===== src/rtl/ddr_test_pkg.sv =====
/*
 * Shared widths, types and constants for the DDR3 local-port traffic
 * generator. Every RTL block imports what it needs from here.
 */

package ddr_test_pkg;

  // --------------------------------------------------
  // local port geometry
  // --------------------------------------------------
  localparam int NUM_LANES = 8;

  typedef logic [8*NUM_LANES-1:0] data_t;
  typedef logic [7:0]             lane_t;
  typedef logic [NUM_LANES-1:0]   lane_mask_t;
  typedef logic [12:0]            row_t;
  typedef logic [9:0]             col_t;
  typedef logic [2:0]             bank_t;
  typedef logic [7:0]             beats_t;
  typedef logic [7:0]             status_t;

  // beats per burst, fixed by the attached memory
  localparam beats_t BURST_LEN = 8'd2;

  // column advance for one burst of full-rate beats
  localparam col_t COL_STEP = 10'd8;

  // power-up value of each byte-lane LFSR, lane 0 first
  localparam lane_t LANE_SEED [NUM_LANES] = '{
    8'd1, 8'd11, 8'd21, 8'd31, 8'd41, 8'd51, 8'd61, 8'd71
  };

  // --------------------------------------------------
  // pass sequencing FSM
  // --------------------------------------------------
  typedef enum logic [2:0] {
    ST_IDLE,
    ST_SETUP,
    ST_WR_FIRST,
    ST_WR_NEXT,
    ST_RELOAD,
    ST_READ,
    ST_READ_WAIT,
    ST_DONE
  } ctrl_state_e;

endpackage


===== src/rtl/lfsr8.sv =====
/*
 * One 8-bit byte-lane LFSR. Steps once per cycle while enabled and not
 * paused; a load overrides the step and takes ldata on the next edge.
 */

module lfsr8 import ddr_test_pkg::*; #(
  parameter lane_t SEED = 8'd1
) (
  input  logic  clk,
  input  logic  reset_n,
  input  logic  enable,
  input  logic  pause,
  input  logic  load,
  input  lane_t ldata,
  output lane_t data
);

  lane_t lfsr_q;
  logic  feedback;

  // taps 7, 5, 4, 3 give a maximal-length sequence
  assign feedback = lfsr_q[7] ^ lfsr_q[5] ^ lfsr_q[4] ^ lfsr_q[3];

  always_ff @(posedge clk or negedge reset_n)
  begin
    if (!reset_n)
    begin
      lfsr_q <= SEED;
    end
    else if (load)
    begin
      lfsr_q <= ldata;
    end
    else if (enable && !pause)
    begin
      lfsr_q <= {lfsr_q[6:0], feedback};
    end
  end

  assign data = lfsr_q;

endmodule


===== src/rtl/data_gen.sv =====
/*
 * 64-bit pseudo-random pattern built from eight LFSR lanes. The pattern
 * at the start of a pass is kept so the read phase can replay it.
 */

module data_gen import ddr_test_pkg::*; (
  input  logic  clk,
  input  logic  reset_n,
  input  logic  advance,
  input  logic  capture,
  input  logic  reload,
  output data_t data
);

  data_t pattern;
  data_t start_pattern;
  logic  lane_pause;

  // lanes always enabled, the step is gated by pause alone
  assign lane_pause = ~advance;

  // --------------------------------------------------
  // byte lanes
  // --------------------------------------------------
  for (genvar i = 0; i < NUM_LANES; i++)
  begin : g_lane
    lfsr8 #(
      .SEED (LANE_SEED[i])
    ) u_lfsr (
      .clk     (clk),
      .reset_n (reset_n),
      .enable  (1'b1),
      .pause   (lane_pause),
      .load    (reload),
      .ldata   (start_pattern[8*i +: 8]),
      .data    (pattern[8*i +: 8])
    );
  end

  // pattern seen before the first write beat of the pass
  always_ff @(posedge clk)
  begin
    if (capture)
    begin
      start_pattern <= pattern;
    end
  end

  assign data = pattern;

endmodule


===== src/rtl/addr_gen.sv =====
/*
 * Burst address counters for the two test passes. Sequential mode counts
 * column, row then bank; walking mode sends one hot bit over row and column.
 */

module addr_gen import ddr_test_pkg::*; #(
  parameter row_t  MAX_ROW  = 13'd3,
  parameter col_t  MAX_COL  = 10'd16,
  parameter bank_t MAX_BANK = 3'd7
) (
  input  logic  clk,
  input  logic  reset_n,
  input  logic  step,
  input  logic  clear,
  input  logic  walk_mode,
  output row_t  row,
  output col_t  col,
  output bank_t bank,
  output logic  last_addr
);

  logic seq_last;
  logic walk_last;

  assign seq_last  = (col == MAX_COL) && (row == MAX_ROW) && (bank == MAX_BANK);
  assign walk_last = &row;
  assign last_addr = walk_mode ? walk_last : seq_last;

  always_ff @(posedge clk or negedge reset_n)
  begin
    if (!reset_n)
    begin
      row  <= '0;
      col  <= '0;
      bank <= '0;
    end
    else if (clear)
    begin
      row  <= '0;
      col  <= '0;
      bank <= '0;
    end
    else if (step && walk_mode)
    begin
      // --------------------------------------------------
      // walking pass
      // --------------------------------------------------
      if (row == '0)
      begin
        row <= 13'd1;
        col <= 10'd8;
      end
      else if (row[12])
      begin
        // top bit reached, finish on all ones
        row <= '1;
        col <= {7'h7f, 3'b000};
      end
      else
      begin
        row        <= {row[11:0], row[12]};
        col[9:3]   <= {col[8:3], col[9]};
      end
      bank <= (bank == MAX_BANK) ? '0 : bank + 3'd1;
    end
    else if (step)
    begin
      // --------------------------------------------------
      // sequential pass
      // --------------------------------------------------
      if (col == MAX_COL)
      begin
        col <= '0;
        if (row == MAX_ROW)
        begin
          row  <= '0;
          bank <= (bank == MAX_BANK) ? '0 : bank + 3'd1;
        end
        else
        begin
          row <= row + 13'd1;
        end
      end
      else
      begin
        col <= col + COL_STEP;
      end
    end
  end

endmodule


===== src/rtl/read_checker.sv =====
/*
 * Compares returned read data with the regenerated pattern per byte lane.
 * Results appear three cycles after the beat, the sticky flag one later.
 */

module read_checker import ddr_test_pkg::*; (
  input  logic       clk,
  input  logic       reset_n,
  input  data_t      rdata,
  input  logic       rdata_valid,
  input  data_t      expected,
  output lane_mask_t pnf_per_byte,
  output logic       pnf_persist
);

  lane_mask_t lane_match;
  lane_mask_t match_q;
  lane_mask_t valid_match;
  lane_mask_t valid_match_q;
  logic       valid_q;
  logic       seen_read;
  logic       seen_read_d1;
  logic       seen_read_d2;
  logic       pass_q;
  logic       pass_prev;

  for (genvar i = 0; i < NUM_LANES; i++)
  begin : g_cmp
    assign lane_match[i] = (rdata[8*i +: 8] == expected[8*i +: 8]);
  end

  // before the first checked beat there is no history to hold against
  assign pass_prev = seen_read_d2 ? pass_q : 1'b1;

  always_ff @(posedge clk or negedge reset_n)
  begin
    if (!reset_n)
    begin
      match_q       <= '1;
      valid_match   <= '1;
      valid_match_q <= '1;
      valid_q       <= 1'b0;
      seen_read     <= 1'b0;
      seen_read_d1  <= 1'b0;
      seen_read_d2  <= 1'b0;
      pass_q        <= 1'b0;
      pnf_persist   <= 1'b0;
    end
    else
    begin
      match_q <= lane_match;
      valid_q <= rdata_valid;
      if (rdata_valid)
      begin
        seen_read <= 1'b1;
      end
      seen_read_d1 <= seen_read;
      seen_read_d2 <= seen_read_d1;

      // only a compare from a valid beat is kept
      if (valid_q)
      begin
        valid_match <= match_q;
      end
      valid_match_q <= valid_match;

      pass_q      <= (&valid_match) && seen_read_d1 && pass_prev;
      pnf_persist <= pass_q;
    end
  end

  assign pnf_per_byte = valid_match_q;

endmodule


===== src/rtl/test_ctrl.sv =====
/*
 * Pass sequencer. Runs a sequential then a walking pass of burst writes
 * followed by read-back, then pulses test_complete and starts over.
 */

module test_ctrl import ddr_test_pkg::*; (
  input  logic clk,
  input  logic reset_n,
  input  logic ready,
  input  logic rdata_valid,
  input  logic last_addr,
  output logic write_req,
  output logic read_req,
  output logic burst_begin,
  output logic addr_step,
  output logic addr_clear,
  output logic walk_mode,
  output logic capture,
  output logic reload,
  output logic beat_done,
  output logic seq_mode,
  output logic test_complete
);

  ctrl_state_e state;
  beats_t      beat_cnt;
  beats_t      reads_out;
  logic        final_burst;
  logic        seq_done;
  logic        write_acc;
  logic        read_acc;

  assign write_acc = write_req & ready;
  assign read_acc  = read_req & ready;
  assign beat_done = write_acc;
  // address moves on the first beat of a write burst or on a read command
  assign addr_step = (write_acc & burst_begin) | read_acc;

  // --------------------------------------------------
  // read beats still owed by the memory
  // --------------------------------------------------
  always_ff @(posedge clk or negedge reset_n)
  begin
    if (!reset_n)
      reads_out <= '0;
    else if (read_acc && !rdata_valid)
      reads_out <= reads_out + BURST_LEN;
    else if (read_acc && rdata_valid)
      reads_out <= reads_out + BURST_LEN - 8'd1;
    else if (rdata_valid && reads_out != '0)
      reads_out <= reads_out - 8'd1;
  end

  // --------------------------------------------------
  // pass state machine
  // --------------------------------------------------
  always_ff @(posedge clk or negedge reset_n)
  begin
    if (!reset_n)
    begin
      state         <= ST_IDLE;
      write_req     <= 1'b0;
      read_req      <= 1'b0;
      burst_begin   <= 1'b0;
      addr_clear    <= 1'b0;
      capture       <= 1'b0;
      reload        <= 1'b0;
      test_complete <= 1'b0;
      seq_mode      <= 1'b0;
      walk_mode     <= 1'b0;
      seq_done      <= 1'b0;
      final_burst   <= 1'b0;
      beat_cnt      <= '0;
    end
    else
    begin
      // single-cycle strobes
      addr_clear    <= 1'b0;
      capture       <= 1'b0;
      reload        <= 1'b0;
      test_complete <= 1'b0;
      case (state)
        ST_IDLE:
          state <= ST_SETUP;
        ST_SETUP:
        begin
          seq_mode    <= ~seq_done;
          walk_mode   <= seq_done;
          capture     <= 1'b1;
          write_req   <= 1'b1;
          burst_begin <= 1'b1;
          state       <= ST_WR_FIRST;
        end
        ST_WR_FIRST:
          if (write_acc)
          begin
            final_burst <= last_addr;
            burst_begin <= 1'b0;
            beat_cnt    <= 8'd1;
            state       <= ST_WR_NEXT;
          end
        ST_WR_NEXT:
          if (write_acc && beat_cnt == BURST_LEN - 8'd1)
          begin
            beat_cnt <= '0;
            if (final_burst)
            begin
              write_req  <= 1'b0;
              addr_clear <= 1'b1;
              reload     <= 1'b1;
              state      <= ST_RELOAD;
            end
            else
            begin
              burst_begin <= 1'b1;
              state       <= ST_WR_FIRST;
            end
          end
          else if (write_acc)
            beat_cnt <= beat_cnt + 8'd1;
        ST_RELOAD:
        begin
          read_req    <= 1'b1;
          burst_begin <= 1'b1;
          state       <= ST_READ;
        end
        ST_READ:
          if (read_acc && last_addr)
          begin
            read_req    <= 1'b0;
            burst_begin <= 1'b0;
            state       <= ST_READ_WAIT;
          end
        ST_READ_WAIT:
          if (reads_out == '0)
          begin
            addr_clear <= 1'b1;
            seq_mode   <= 1'b0;
            walk_mode  <= 1'b0;
            seq_done   <= ~seq_done;
            if (seq_mode)
              state <= ST_SETUP;
            else
            begin
              test_complete <= 1'b1;
              state         <= ST_DONE;
            end
          end
        default:
          state <= ST_IDLE;
      endcase
    end
  end

endmodule


===== src/rtl/ddr_example_driver.sv =====
/*
 * DDR3 local-port traffic generator and checker. Writes an LFSR pattern,
 * reads it back and reports per-byte and sticky pass flags.
 */

module ddr_example_driver import ddr_test_pkg::*; #(
  parameter row_t  MAX_ROW  = 13'd3,
  parameter col_t  MAX_COL  = 10'd16,
  parameter bank_t MAX_BANK = 3'd7
) (
  input  logic       clk,
  input  logic       reset_n,
  input  logic       local_ready,
  input  data_t      local_rdata,
  input  logic       local_rdata_valid,
  output logic       local_write_req,
  output logic       local_read_req,
  output logic       local_burstbegin,
  output row_t       local_row_addr,
  output col_t       local_col_addr,
  output bank_t      local_bank_addr,
  output data_t      local_wdata,
  output lane_mask_t pnf_per_byte,
  output logic       pnf_persist,
  output logic       test_complete,
  output status_t    test_status
);

  logic  addr_step;
  logic  addr_clear;
  logic  walk_mode;
  logic  seq_mode;
  logic  last_addr;
  logic  capture;
  logic  reload;
  logic  beat_done;
  logic  dgen_advance;
  data_t pattern;

  // one LFSR step per written or returned beat
  assign dgen_advance = beat_done | local_rdata_valid;
  assign local_wdata  = pattern;
  assign test_status  = {test_complete, 3'b000, walk_mode, 2'b00, seq_mode};

  test_ctrl u_ctrl (
    .clk (clk), .reset_n (reset_n), .ready (local_ready),
    .rdata_valid (local_rdata_valid), .last_addr (last_addr),
    .write_req (local_write_req), .read_req (local_read_req),
    .burst_begin (local_burstbegin), .addr_step (addr_step), .addr_clear (addr_clear),
    .walk_mode (walk_mode), .capture (capture), .reload (reload),
    .beat_done (beat_done), .seq_mode (seq_mode), .test_complete (test_complete)
  );

  addr_gen #(.MAX_ROW (MAX_ROW), .MAX_COL (MAX_COL), .MAX_BANK (MAX_BANK)) u_addr (
    .clk (clk), .reset_n (reset_n), .step (addr_step), .clear (addr_clear),
    .walk_mode (walk_mode), .row (local_row_addr), .col (local_col_addr),
    .bank (local_bank_addr), .last_addr (last_addr)
  );

  data_gen u_dgen (
    .clk (clk), .reset_n (reset_n), .advance (dgen_advance),
    .capture (capture), .reload (reload), .data (pattern)
  );

  read_checker u_check (
    .clk (clk), .reset_n (reset_n), .rdata (local_rdata),
    .rdata_valid (local_rdata_valid), .expected (pattern),
    .pnf_per_byte (pnf_per_byte), .pnf_persist (pnf_persist)
  );

endmodule


===== config.mk =====
export PLATFORM = sky130hd
export DESIGN_NAME = ddr_example_driver
export DESIGN_NICKNAME = d
export VERILOG_FILES = /design/src/rtl/ddr_test_pkg.sv /design/src/rtl/lfsr8.sv /design/src/rtl/data_gen.sv /design/src/rtl/addr_gen.sv /design/src/rtl/read_checker.sv /design/src/rtl/test_ctrl.sv /design/src/rtl/ddr_example_driver.sv
export SDC_FILE = /design/constraint.sdc
export NUM_CORES = 1
export LEC_CHECK = 0
export BUFFER_PORTS_ARGS = -buffer_cell sky130_fd_sc_hd__buf_4
export CAP_MARGIN = 20
export CORE_MARGIN = 1.5
export CORE_UTILIZATION = 25
export CTS_CLUSTER_SIZE = 28
export DETAILED_ROUTE_END_ITERATION = 8
export HOLD_SLACK_MARGIN = 0.1
export SETUP_SLACK_MARGIN = 0.15
export SLEW_MARGIN = 20
export SYNTH_ARGS = -nofsm -noshare
export SYNTH_HDL_FRONTEND = slang
export SYNTH_SLANG_ARGS = --single-unit

===== constraint.sdc =====
create_clock -name clk -period 2.1 [get_ports clk]
set_input_delay 0.21 -clock clk [delete_from_list [all_inputs] [get_ports clk]]
set_output_delay 0.21 -clock clk [all_outputs]
set_load 0.01 [all_outputs]

# After elaboration in Yosys (flattened, before gate mapping)
# Index checks and enable logic that the tools add are counted.
# Widths: inputs -> output; s select.
totals:
  reg_bits: 214
  input_bits: 68
  out_inout_bits: 111
  word_cells: 211
op_classes:
  addsub: 7
  n_eq_ne: 26
  muxes: 73
  bitwise_logic: 30
  n_reduce_logical: 39
op_table:
  columns: ["op", "n"]
  rows:
  - ["$mux 8", 22]
  - ["$mux 13", 7]
  - ["$eq 8x8->1", 8]
  - ["$mux 10", 5]
  - ["$mux 3", 13]
  - ["$xor 1x1->1", 24]
  - ["$pmux 3 s7", 1]
  - ["$mux 1", 17]
  - ["$pmux 8 s2", 1]
  - ["$sub 8x1->8 const B", 2]
  - ["$add 13x1->13 const B", 1]
  - ["$eq 13x2->1 const B", 1]
  - ["$logic_not 13->1", 1]
  - ["$reduce_and 13->1", 1]
  - ["$eq 3x3->1 const B", 4]
  - ["$reduce_and 2->1", 6]
  - ["$reduce_bool 3->1", 4]
  - ["$add 10x4->10 const B", 1]
  - ["$eq 10x5->1 const B", 1]
  - ["$logic_and 1x1->1", 10]
  - ["$pmux 1 s2", 5]
  - ["$reduce_bool 2->1", 5]
  - ["$reduce_and 3->1", 3]
  - ["$add 8x1->8 const B", 1]
  - ["other kinds (23)", 31]

# Longest topological paths before layout
# Gate-level depths: netlist (run 1).
logic_depth:
  word_depth: 7
  depth_mapped: 8
  mapped_depth_nobuf: 7

# Cells and area by module
# Synthesis (run 1) repeated with hierarchy kept, for this count alone.
hier_totals:
  cells_unflattened: 949
  area_unflattened_um2: 10636.5
by_module_without_submodules:
  columns: ["mod", "instances", "cells_per_inst", "area_each_um2", "seq_area_each_um2"]
  rows:
  - ["test_ctrl", 1, 237, 1968.1, 750.7]
  - ["data_gen", 1, 66, 1929.4, 1921.8]
  - ["addr_gen", 1, 191, 1657.8, 575.6]
  - ["read_checker", 1, 133, 1642.8, 780.7]
  - ["lfsr8 at u_dgen.g_lane[1].u_lfsr ...", 3, 39, 420.4, 203.9]
  - ["lfsr8 at u_dgen.g_lane[3].u_lfsr ...", 2, 39, 422.9, 206.4]
  - ["lfsr8 at u_dgen.g_lane[5].u_lfsr ...", 2, 39, 421.7, 205.2]
  - ["lfsr8 at u_dgen.g_lane[0].u_lfsr", 1, 39, 417.9, 201.4]
  - ["ddr_example_driver", 1, 10, 70.1, 0.0]

# Worst setup path before layout (run 1)
# Ideal clock, no wire load.
synth_timing:
  path_kind: "register to register"
  from: "register u_ctrl.capture"
  to: "register u_dgen.start_pattern[0], enable pin"
  setup_time_ps: 421
  t_arrival_ps: 1587
  t_required_ps: 1679
  slack_ps: 92
  path_stages_with_launch: 1
  n_path_buf: 0
  period_less_slack_ps: 2008
  cell_sequence: "dfrtp_1"
synth_rtl:
  columns: ["item", "line_no", "rtl"]
  rows:
  - ["start: declaration", "test_ctrl.sv:18", "output logic capture,"]
  - ["start signal: assignment", "test_ctrl.sv:66", "capture <= 1'b0;"]
  - ["start signal: assignment", "test_ctrl.sv:79", "capture <= 1'b0;"]
  - ["start signal: assignment", "test_ctrl.sv:89", "capture <= 1'b1;"]
  - ["end signal: assignment", "data_gen.sv:45", "start_pattern <= pattern;"]
  - ["end: declaration", "data_gen.sv:16", "data_t start_pattern;"]
# No word-level cell between the ends.

# Worst setup path after layout (run 1)
layout_timing:
  from: "register u_addr.row[7]"
  to: "register u_addr.bank[0]"
layout_via:
  elab_chain_len: 3
layout_rtl:
  columns: ["item", "line_no", "rtl"]
  rows:
  - ["start: declaration", "addr_gen.sv:16", "output row_t row,"]
  - ["start signal: assignment", "addr_gen.sv:61", "row <= {row[11:0], row[12]};"]
  - ["start signal: assignment", "addr_gen.sv:81", "row <= row + 13'd1;"]
  - ["$eq 13x2->1", "addr_gen.sv:74", "if (row == MAX_ROW)"]
  - ["$reduce_bool 3->1 (no line)", null, null]
  - ["$reduce_and 3->1 (no line)", null, null]
  - ["end signal: assignment", "addr_gen.sv:64", "bank <= (bank == MAX_BANK) ? '0 : bank + 3'd1;"]
  - ["end signal: assignment", "addr_gen.sv:77", "bank <= (bank == MAX_BANK) ? '0 : bank + 3'd1;"]
  - ["end: declaration", "addr_gen.sv:18", "output bank_t bank,"]
# Every way passes these cells.
# A chain may end at the register's enable or synchronous reset.

==> reports/metrics.csv, run 1 <==
metric,value,unit
DR pass1 iterations,4,
Synth top cells by count,"nand2_1, o21ai_0, dfrtp_1, xnor2_1, edfxtp_1",
"CP delay by family, top",simple AND/OR/NAND/NOR gates,
Die ar.,42600,um2
worst slew pin tran,0.508,ns
RSZ-0062 raised after global routing,yes,
synth top area cells,"dfrtp_1, edfxtp_1, dfstp_2",
vias in the first global route,7698,
die width,207,um
# DRC,0,
max-cap viol count,0,
Startpoint Class,flop,
I/O Pins,179,
Num CTS Buffers,26,
Storage cell area,5680,um2
Starting Density,25.4,%
PwrDens,1310,nW/um2
Setup Skew,0.0271,ns
global-route wire length before repair,42.8,mm
fmax,0.490,GHz
CTS sink count,211,
Critical R2R Capture,u_addr.bank[0],
Filler cells,4015,
Tot Pwr,18.3,mW
Total Routed Length,27.2,mm
ys flop type,dfrtp_1,
routed len/inst,15.8,um
most common cell in the netlist,nand2_1,
area grow syn2layout,34.5,%
# rows,74,
CTS Buffer Depth,3,
CTS H-tree lvls,1,
largest net degree at the start of global routing,129,
status,"complete, no violations",
CP Data Required Time,2.51,ns
Mapped Avg Cell Area,11.1,um2
Mapped Area,10400,um2
Die Span Y,207,um
hpwl dp,18.1,mm
Routed Antenna Nets,0,
CP bufs+invs,0,
total global-route track usage,12.5,%
DRT iter0 DRCs,384,
nets,1248,
peak supply drop,0.415,mV
crit-path max cell delay,0.58,ns
crit path time final,2.04,ns
vias per cell,4.55,
worst reg2reg startpoint,u_addr.row[7],
Leakage,5.41,nW
core area,40800,um2
"Slowest-stage cell, CP",or4_4,
crit path cell chain,"or4_4, nor4_4, or3_4, nand2_4, mux2_4",
CP Max Fanout,4,
top cell type's share of synthesized area,23.0,%
leading area contributor after synthesis,dfrtp_1,
CP Class,flop to flop,
arrival time at the worst endpoint,2.45,ns
Worst-Skew Late Latency,0.55,ns
total vias in the final route,7842,
final setup vio count,0,
"Hold Violations, Final",0,
CTS tree,done,
Syn Inst Count,931,
initial antenna violation count,1,
sequential area share after synthesis,54.7,%
Max transition margin,66.1,%
reg2reg path depth,5,
Worst setup EP type,flop,
R2R Setup Slk,0.06,ns
total gr overflow,0,
asr flop ratio synth,69.7,%
area of the multi-input gates,4470,um2
Final Max Tran Viols,0,
Synth cell types,65,
Root Driver,clkbuf_16,
"flops & latches, synth",211,
Post-synth EDFFs,64,
clk slew on worst S/H paths,0.06,ns
proportion of layout cells with a drive suffix above 1,30.9,%
Final period util,97.1,%
synth warn,0,
Util after Layout,34.1,%
GP Congestion,0.833,
Hold Path Class,input pin to asynchronous set/reset pin,
IO Port Bufs,170,
## worst register-to-register path, cell delays in order (launching register included)
cell and delay, ns:
dfrtp_2 0.41, or4_4 0.58, nor4_4 0.36, or3_4 0.21
nand2_4 0.06, mux2_4 0.30
## power by group
group          total [mW]  switching (mW)  internal [mW]
Clock                4.72            1.79           2.93
Sequential           7.08            1.38           5.70
Combinational        6.48            3.18           3.29
Total                18.3            6.36           11.9
## state kept, by name (all words and copies together), names as in the netlist, 3 cells and up
name                       cells
u_check.match_q                8
u_ctrl.reads_out               8
u_ctrl.beat_cnt                8
u_ctrl.state                   3
u_check.valid_match            8
u_dgen.start_pattern          64
u_dgen.g_lane.u_lfsr.data     64
u_addr.bank                    3
u_addr.col                     7
u_check.pnf_per_byte           8
u_addr.row                    13
## cell families (layout without fill, tap and decap cells)
| logic type | after synthesis | in the layout | share of synthesized area, % |
|---|---|---|---|
| adder cells (fa/ha/maj) | 9 | 9 | 1.09 |
| buffers and inverters | 71 | 324 | 3.21 |
| flip-flops | 211 | 211 | 54.7 |
| AO/OA/AOI/OAI | 203 | 203 | 12.4 |
| other | 1 | 9 | 0.0362 |
| multiplexers | 74 | 74 | 7.36 |
| XOR/XNOR | 98 | 98 | 8.29 |
| AND/OR/NAND/NOR | 264 | 264 | 12.9 |
## cells in the final DEF, fill, tap and decap left out, types with 5 or more instances in the layout
master	count
mux2_2	9
a211oi_1	7
clkbuf_1	7
buf_4	217
nor4_4	5
dfrtp_1	88
nor3_1	9
mux2i_1	63
nor2_1	53
and2_1	5
conb_1	8
xor2_1	6
inv_1	14
edfxtp_1	64
o31ai_1	8
dlygate4sd3_1	36
nand2_1	105
or3_1	6
nand4_1	24
nand3_1	13
dfstp_2	52
buf_12	5
xnor2_1	92
o21bai_1	9
clkbuf_16	26
a32o_1	11
o21ai_0	95
ha_1	7
dfrtp_2	6
a31oi_1	7
a21oi_1	25
and3_1	9
## through the flow
step,hold WS [ns],TNS [ns],setup WS (ns),std cells,area [um2]
2_1_floorplan,-0.0856,0,0.119,938,10400
3_3_place_gp,0.211,0,0.0388,1632,12500
3_5_place_dp,0.213,0,0.0433,1632,12500
4_1_cts,0.170,0,0.0702,1717,13800
5_1_grt,0.210,-0.00724,-0.00401,1724,13900
6_report,0.190,0,0.0602,1724,13900
## cell type report
| type | instances | share of cell area [%] |
|---|---|---|
| clock inverter | 11 | 1.35 |
| timing repair buffer | 262 | 15.3 |
| clock buffer | 37 | 5.26 |
| sequential | 211 | 40.8 |
| tap | 532 | 4.78 |
| inverter | 14 | 0.377 |
| multi-input combinational | 656 | 32.1 |
| antenna | 1 | 0.0180 |
## routing by layer
layer / wire length [um] / track usage (%)
met1: 12000 / 16.4
met2: 13500 / 21.3
met3: 958 / 1.69
met4: 699 / 3.86
met5: 0 / 0
## worst max-delay path by stage
stage / startpoint / to / slack [ns] / cells after the start
finish: u_addr.row[7] / u_addr.bank[0] / 0.06 / 5
floorplan: u_addr.row[7] / u_addr.bank[0] / 0.12 / 5
detailed placement: u_addr.row[7] / u_addr.bank[0] / 0.04 / 5
global placement: u_addr.row[7] / u_ctrl.read_req / 0.04 / 5
CTS: u_addr.row[8] / u_addr.bank[0] / 0.07 / 5
global route: u_addr.row[7] / u_addr.bank[0] / -0.004 / 5
## what timing repair did
item,CTS,global route
hold endpoints to repair,133,0
buffers inserted,1,6
gates resized for setup,8,17
endpoints found under the setup margin,24,29
hold buffers,36,0
pin swaps,9,14
Note: power is estimated with default switching activity, not from simulation.
==> run 2: changes to the inputs <==
--- a/config.mk
+++ b/config.mk
@@ -12,6 +12,7 @@
 export CTS_CLUSTER_SIZE = 28
 export DETAILED_ROUTE_END_ITERATION = 8
 export HOLD_SLACK_MARGIN = 0.1
+export REMOVE_ABC_BUFFERS = 1
 export SETUP_SLACK_MARGIN = 0.15
 export SLEW_MARGIN = 20
 export SYNTH_ARGS = -nofsm -noshare
==> run 2 against run 1 <==
  * Die area unchanged
  * Via count up 0.83%
  * Cell area is 0.58% lower
  * Register-to-register slack better by 0.03 ns
  * Global-route usage decreased by 0.49 points
  * Critical path type unchanged
==> reports/metrics.csv, run 2 (synthesis results as in run 1) <==
metric,value,unit,change
nets,1240,,was 1248
CTS Buffer Depth,3,,unchanged
CP Class,flop to flop,,unchanged
peak supply drop,0.630,mV,was 0.415 mV
# DRC,0,,unchanged
CTS tree,done,,unchanged
vias in the first global route,7672,,was 7698
CTS sink count,211,,unchanged
crit path time final,2.01,ns,was 2.04 ns
final setup vio count,0,,unchanged
die width,207,um,unchanged
Total Routed Length,26.6,mm,was 27.2 mm
Routed Antenna Nets,0,,unchanged
Hold Path Class,input pin to flop,,was input pin to asynchronous set/reset pin
fmax,0.498,GHz,was 0.490 GHz
clk slew on worst S/H paths,0.06,ns,about the same
met1 usage,16.3,%,was 16.4%
met2 Use GR,19.7,%,was 21.3%
Final Max Tran Viols,0,,unchanged
worst slew pin tran,0.558,ns,was 0.508 ns
GP Congestion,0.842,,was 0.833
area grow syn2layout,33.7,%,was 34.5%
max-cap viol count,0,,unchanged
hpwl dp,17.8,mm,was 18.1 mm
RSZ-0062 raised after global routing,yes,,unchanged
Starting Density,25.4,%,unchanged
most frequent cells in the layout,"buf_4, nand2_1, o21ai_0",,unchanged
total gr overflow,0,,unchanged
status,"complete, no violations",,unchanged
"commonest non-fill, non-tap cell in the layout",buf_4,,unchanged
largest net degree at the start of global routing,73,,was 129
core area,40800,um2,unchanged
proportion of layout cells with a drive suffix above 1,30.6,%,was 30.9%
CP Max Fanout,4,,unchanged
Place WS,0.0533,ns,was 0.0433 ns
Setup Skew,0.0166,ns,was 0.0271 ns
PwrDens,1300,nW/um2,was 1310 nW/um2
# rows,74,,unchanged
routed len/inst,15.5,um,was 15.8 um
DR pass1 iterations,4,,unchanged
global-route wire length before repair,41.4,mm,was 42.8 mm
Tot Pwr,18.0,mW,was 18.3 mW
total vias in the final route,7907,,was 7842
Die Span Y,207,um,unchanged
Worst-Skew Late Latency,0.54,ns,was 0.55 ns
CTS H-tree lvls,1,,unchanged
Worst setup EP type,flop,,unchanged
CP Data Required Time,2.52,ns,was 2.51 ns
vias per cell,4.61,,was 4.55
Root Driver,clkbuf_16,,unchanged
busiest metal layer after global routing,met2,,unchanged
IO Port Bufs,170,,unchanged
met3 usage,2.54,%,was 1.69%
Num CTS Buffers,25,,was 26
initial antenna violation count,1,,unchanged
Leakage,5.37,nW,was 5.41 nW
post-route setup slack,0.0930,ns,was 0.0602 ns
arrival time at the worst endpoint,2.43,ns,was 2.45 ns
DRT iter0 DRCs,430,,was 384
I/O Pins,179,,unchanged
"Hold Violations, Final",0,,unchanged
Max transition margin,62.8,%,was 66.1%
Startpoint Class,flop,,unchanged
total global-route track usage,12.0,%,was 12.5%
Die ar.,42600,um2,unchanged
Final period util,95.6,%,was 97.1%
[run 2: routing by layer]
| metal | part of all wire, % | vias up |
|---|---|---|
| li1 | - | 3801 |
| met1 | 46 | 3843 |
| met2 | 45 | 228 |
| met3 | 6.5 | 35 |
| met4 | 2.0 | 0 |
| met5 | 0 | - |
[run 2: worst max-delay path: stages, from the launching register on]
cell,delay (ns)
dfrtp_1,0.38
or4_4,0.61
nor4_4,0.32
buf_4,0.19
a2111o_1,0.19
a311oi_2,0.05
a21o_1,0.17
[run 2: through the flow]
step                hold WS [ns]  area [um2]  util [%]  TNS [ns]  std cells
global route               0.210       13800      33.9  -0.00972       1715
floorplan                -0.0856       10100         -   -387.52        881
detailed placement         0.181       12500      30.5         0       1627
CTS                        0.149       13700      33.6         0       1710
global placement           0.182       12500      30.5         0       1627
finish                     0.177       13800      33.9         0       1715
[run 2: worst paths after layout]
kind	depth (start not counted)	slack, ns	end	start
worst max register to register	6	0.09	u_addr.row[11]	u_addr.row[10]
max in group asynchronous	3	1.19	u_dgen.g_lane[2].u_lfsr.data[4]	reset_n
worst min register to register	0	0.37	u_check.seen_read_d1	u_check.seen_read
min in group asynchronous	2	0.19	u_dgen.g_lane[7].u_lfsr.data[5]	reset_n
worst min-delay path	4	0.18	u_ctrl.read_req	local_ready
worst max-delay path	6	0.09	u_addr.row[11]	u_addr.row[10]
[run 2: final cells by class]
type | instances | area, um2
inverter | 14 | 52.6
clock buffer | 36 | 728
tap | 532 | 666
antenna | 1 | 2.50
multi-input combinational | 656 | 4500
sequential | 211 | 5670
fill | 4052 | 27000
timing repair buffer | 255 | 2090
clock inverter | 10 | 124
[run 2: power by group]
part / switching [mW] / total, mW / leakage (nW) / internal [mW]
combinational: 3.16 / 6.44 / 2.62 / 3.28
clock: 1.79 / 4.46 / 0.416 / 2.68
sequential: 1.42 / 7.11 / 2.33 / 5.70
[run 2: what timing repair did]
item	4_1_cts	5_1_grt
gates resized for setup	9	23
buffers inserted	2	4
cloned	1	0
hold buffers	34	0
pin swaps	12	14
endpoints found under the hold margin	132	0
endpoints found under the setup margin	23	36
==> run 3: changes to the inputs <==
--- a/config.mk
+++ b/config.mk
@@ -17,4 +17,5 @@
 export SLEW_MARGIN = 20
 export SYNTH_ARGS = -nofsm -noshare
 export SYNTH_HDL_FRONTEND = slang
+export SYNTH_HIERARCHICAL = 1
 export SYNTH_SLANG_ARGS = --single-unit
==> run 3 against run 2 <==
  * Final cell count up 4.0%
  * Sequential share of layout area down 1.7 points
  * Via count up 3.6%
  * Clock skew up 0.015 ns
  * Sequential cell count unchanged
  * Combinational power down 11%
  * Utilization up 0.50 points
  * Highest routed layer unchanged
==> reports/metrics.csv, run 3 <==
metric,value,unit,change
core area,41900,um2,was 40800 um2
Post-synth EDFFs,64,,unchanged
Fin Hold WS,0.148,ns,was 0.177 ns
proportion of layout cells with a drive suffix above 1,33.7,%,was 30.6%
arrival time at the worst endpoint,2.43,ns,about the same
# rows,75,,was 74
vias in the first global route,8199,,was 7672
Die ar.,43800,um2,was 42600 um2
sequential area share after synthesis,53.3,%,was 54.7%
Worst setup EP type,flop,,unchanged
RSZ-0062 raised after global routing,yes,,unchanged
Sw Ratio,33.7,%,was 35.3%
Hold Path Class,input pin to asynchronous set/reset pin,,was input pin to flop
CTS Buffer Depth,3,,unchanged
area grow syn2layout,35.7,%,was 33.7%
GP Congestion,0.838,,was 0.842
Mapped Area,10600,um2,was 10400 um2
Filler cells,4126,,was 4052
Die Span Y,209,um,was 207 um
routed len/inst,15.9,um,was 15.5 um
global-route wire length before repair,45.0,mm,was 41.4 mm
max-cap viol count,0,,unchanged
peak supply drop,0.625,mV,was 0.630 mV
Num CTS Buffers,26,,was 25
I/O Pins,179,,unchanged
Final Max Tran Viols,0,,unchanged
clock power share,27.2,%,was 24.8%
CTS sink count,211,,unchanged
CP Class,flop to flop,,unchanged
leading area contributor after synthesis,dfrtp_1,,unchanged
Synth top cells by count,"nand2_1, dfrtp_1, xnor2_1, o21ai_1, edfxtp_1",,"was nand2_1, o21ai_0, dfrtp_1, xnor2_1, edfxtp_1"
part of the power in registers,39.5,%,about the same
busiest metal layer after global routing,met2,,unchanged
Antenna Cells,0,,was 1
synth top area cells,"dfrtp_1, edfxtp_1, dfstp_2",,unchanged
die width,209,um,was 207 um
Worst-Skew Late Latency,0.55,ns,was 0.54 ns
Synth cell types,79,,was 65
Mapped Avg Cell Area,11.2,um2,was 11.1 um2
clk slew on worst S/H paths,0.06,ns,about the same
Final period util,93.4,%,was 95.6%
"Hold Violations, Final",0,,unchanged
most frequent cells in the layout,"buf_4, nand2_1, dfrtp_1",,"was buf_4, nand2_1, o21ai_0"
# DRC,0,,unchanged
vias per cell,4.59,,was 4.61
worst slew pin tran,0.588,ns,was 0.558 ns
fmax,0.510,GHz,was 0.498 GHz
met3 usage,2.04,%,was 2.54%
nets,1302,,was 1240
PwrDens,1190,nW/um2,was 1300 nW/um2
"commonest non-fill, non-tap cell in the layout",buf_4,,unchanged
Starting Density,25.4,%,about the same
IO Port Bufs,170,,unchanged
crit path time final,1.96,ns,was 2.01 ns
total gr overflow,0,,unchanged
Routed Antenna Nets,0,,unchanged
Root Driver,clkbuf_16,,unchanged
Total Routed Length,28.3,mm,was 26.6 mm
DRT iter0 DRCs,387,,was 430
final setup vio count,0,,unchanged
area of the multi-input gates,4810,um2,was 4500 um2
hpwl dp,19.1,mm,was 17.8 mm
total vias in the final route,8194,,was 7907
met2 Use GR,21.1,%,was 19.7%
Max transition margin,60.8,%,was 62.8%
"flops & latches, synth",211,,unchanged
Startpoint Class,flop,,unchanged
initial antenna violation count,0,,was 1
P_int,11.4,mW,was 11.7 mW
Syn Inst Count,949,,was 931
Util after Layout,34.4,%,was 33.9%
CP Data Required Time,2.57,ns,was 2.52 ns
largest net degree at the start of global routing,43,,was 73
synth warn,6,,was 0
top cell type's share of synthesized area,22.4,%,was 23.0%
asr flop ratio synth,69.7,%,unchanged
status,"complete, no violations",,unchanged
DR pass1 iterations,5,,was 4
met1 usage,17.1,%,was 16.3%
Psw,5.78,mW,was 6.36 mW
Storage cell area,5670,um2,about the same
CTS H-tree lvls,1,,unchanged
total global-route track usage,12.7,%,was 12.0%
most common cell in the netlist,nand2_1,,unchanged
Setup Skew,0.0312,ns,was 0.0166 ns
ys flop type,dfrtp_1,,unchanged
CTS tree,done,,unchanged
Leakage,5.89,nW,was 5.37 nW
combinational share of power,33.2,%,was 35.7%
CP Max Fanout,8,,was 4
## run 3: cell count changes in the layout (fill, tap and decap cells not counted), moves of 9 or more
cell,before,now
xor2_2,0,9
nor2_1,53,40
xnor2_1,92,78
o21ai_1,3,68
nand2b_1,3,19
nor3_1,9,23
o21ai_0,93,34
buf_4,212,246
a2bb2oi_1,0,9
## run 3: timing repair
action                                 CTS  global route
resized for setup                        8            41
pin swaps                                7            11
hold buffers                            35             0
endpoints found under the hold margin  126             0
setup buffers                            5             7
cloned                                   0             0
setup endpoints to repair                7            66
## run 3: area by class of cell
| type | count | share of cell area [%] |
|---|---|---|
| Clock buffer | 37 | 5.38 |
| Timing Repair Buffer | 288 | 16.0 |
| Clock inverter | 11 | 0.945 |
| Sequential cell | 211 | 39.3 |
| Tap cell | 539 | 4.67 |
| Inverter | 12 | 0.312 |
| Multi-Input combinational cell | 686 | 33.4 |
## run 3: power groups by stage
stage                     Combinational [mW]  Sequential (mW)  Clock [mW]
after CTS                               5.49             6.82        4.83
after detailed placement                5.19             6.86           0
final                                   5.70             6.78        4.67
after global routing                    6.23             6.98        4.99
after floorplan                         2.67             6.87           0
after global placement                  5.08             6.83           0
## run 3: final timing paths
check,to,slack (ns),startpoint,depth (start not counted)
min in group clk,u_check/seen_read_d1,0.37,u_check/seen_read,0
hold / removal,u_dgen/g_lane[7].u_lfsr/data[3],0.15,reset_n,2
setup reg to reg,u_ctrl/reads_out[7],0.14,u_ctrl/reads_out[2],8
hold reg to reg,u_check/seen_read_d1,0.37,u_check/seen_read,0
setup / recovery,u_ctrl/reads_out[7],0.14,u_ctrl/reads_out[2],8
max in group asynchronous,u_dgen/g_lane[4].u_lfsr/data[5],1.19,reset_n,3
## run 3: critical path, stage by stage (launching register included)
cell and delay (ns):
dfrtp_1 0.41, buf_4 0.14, buf_4 0.12, buf_4 0.16
and3_1 0.22, a21o_1 0.20, a2111o_1 0.37, a21oi_1 0.15
o41a_1 0.14
## run 3: through the flow
stage | setup TNS, ns | power [mW] | instance area [um2] | worst slack (ns) | std cells
after detailed placement | 0 | 12.1 | 12900 | 0.0115 | 1689
after CTS | 0 | 17.1 | 14200 | 0.143 | 1777
after floorplan | -29.98 | 9.54 | 10300 | -0.630 | 909
after global placement | 0 | 11.9 | 12900 | 0.104 | 1689
after global routing | 0 | 18.2 | 14400 | 0.0348 | 1784
final | 0 | 17.2 | 14400 | 0.139 | 1784
## run 3: metal layers
metal | up-vias | routed length [um] | part of all wire, %
met2 | 198 | 13700 | 48
met1 | 4037 | 12800 | 45
met5 | - | 0 | 0
li1 | 3931 | - | -
met3 | 28 | 1350 | 4.8
met4 | 0 | 448 | 1.6
## run 3: cells by family (layout without fill, tap and decap cells)
| kind of cell | after synthesis | after routing | synth area share, % |
|---|---|---|---|
| and+or+nand+nor | 291 | 291 | 13.9 |
| xor gates and xnor gates | 100 | 100 | 8.80 |
| DFF | 211 | 211 | 53.3 |
| AOI/OAI and AO/OA | 199 | 199 | 12.1 |
| other | 3 | 16 | 0.106 |
| adders and majority gates | 9 | 9 | 1.06 |
| muxes | 71 | 71 | 7.07 |
| buffers and inverters | 65 | 348 | 3.71 |
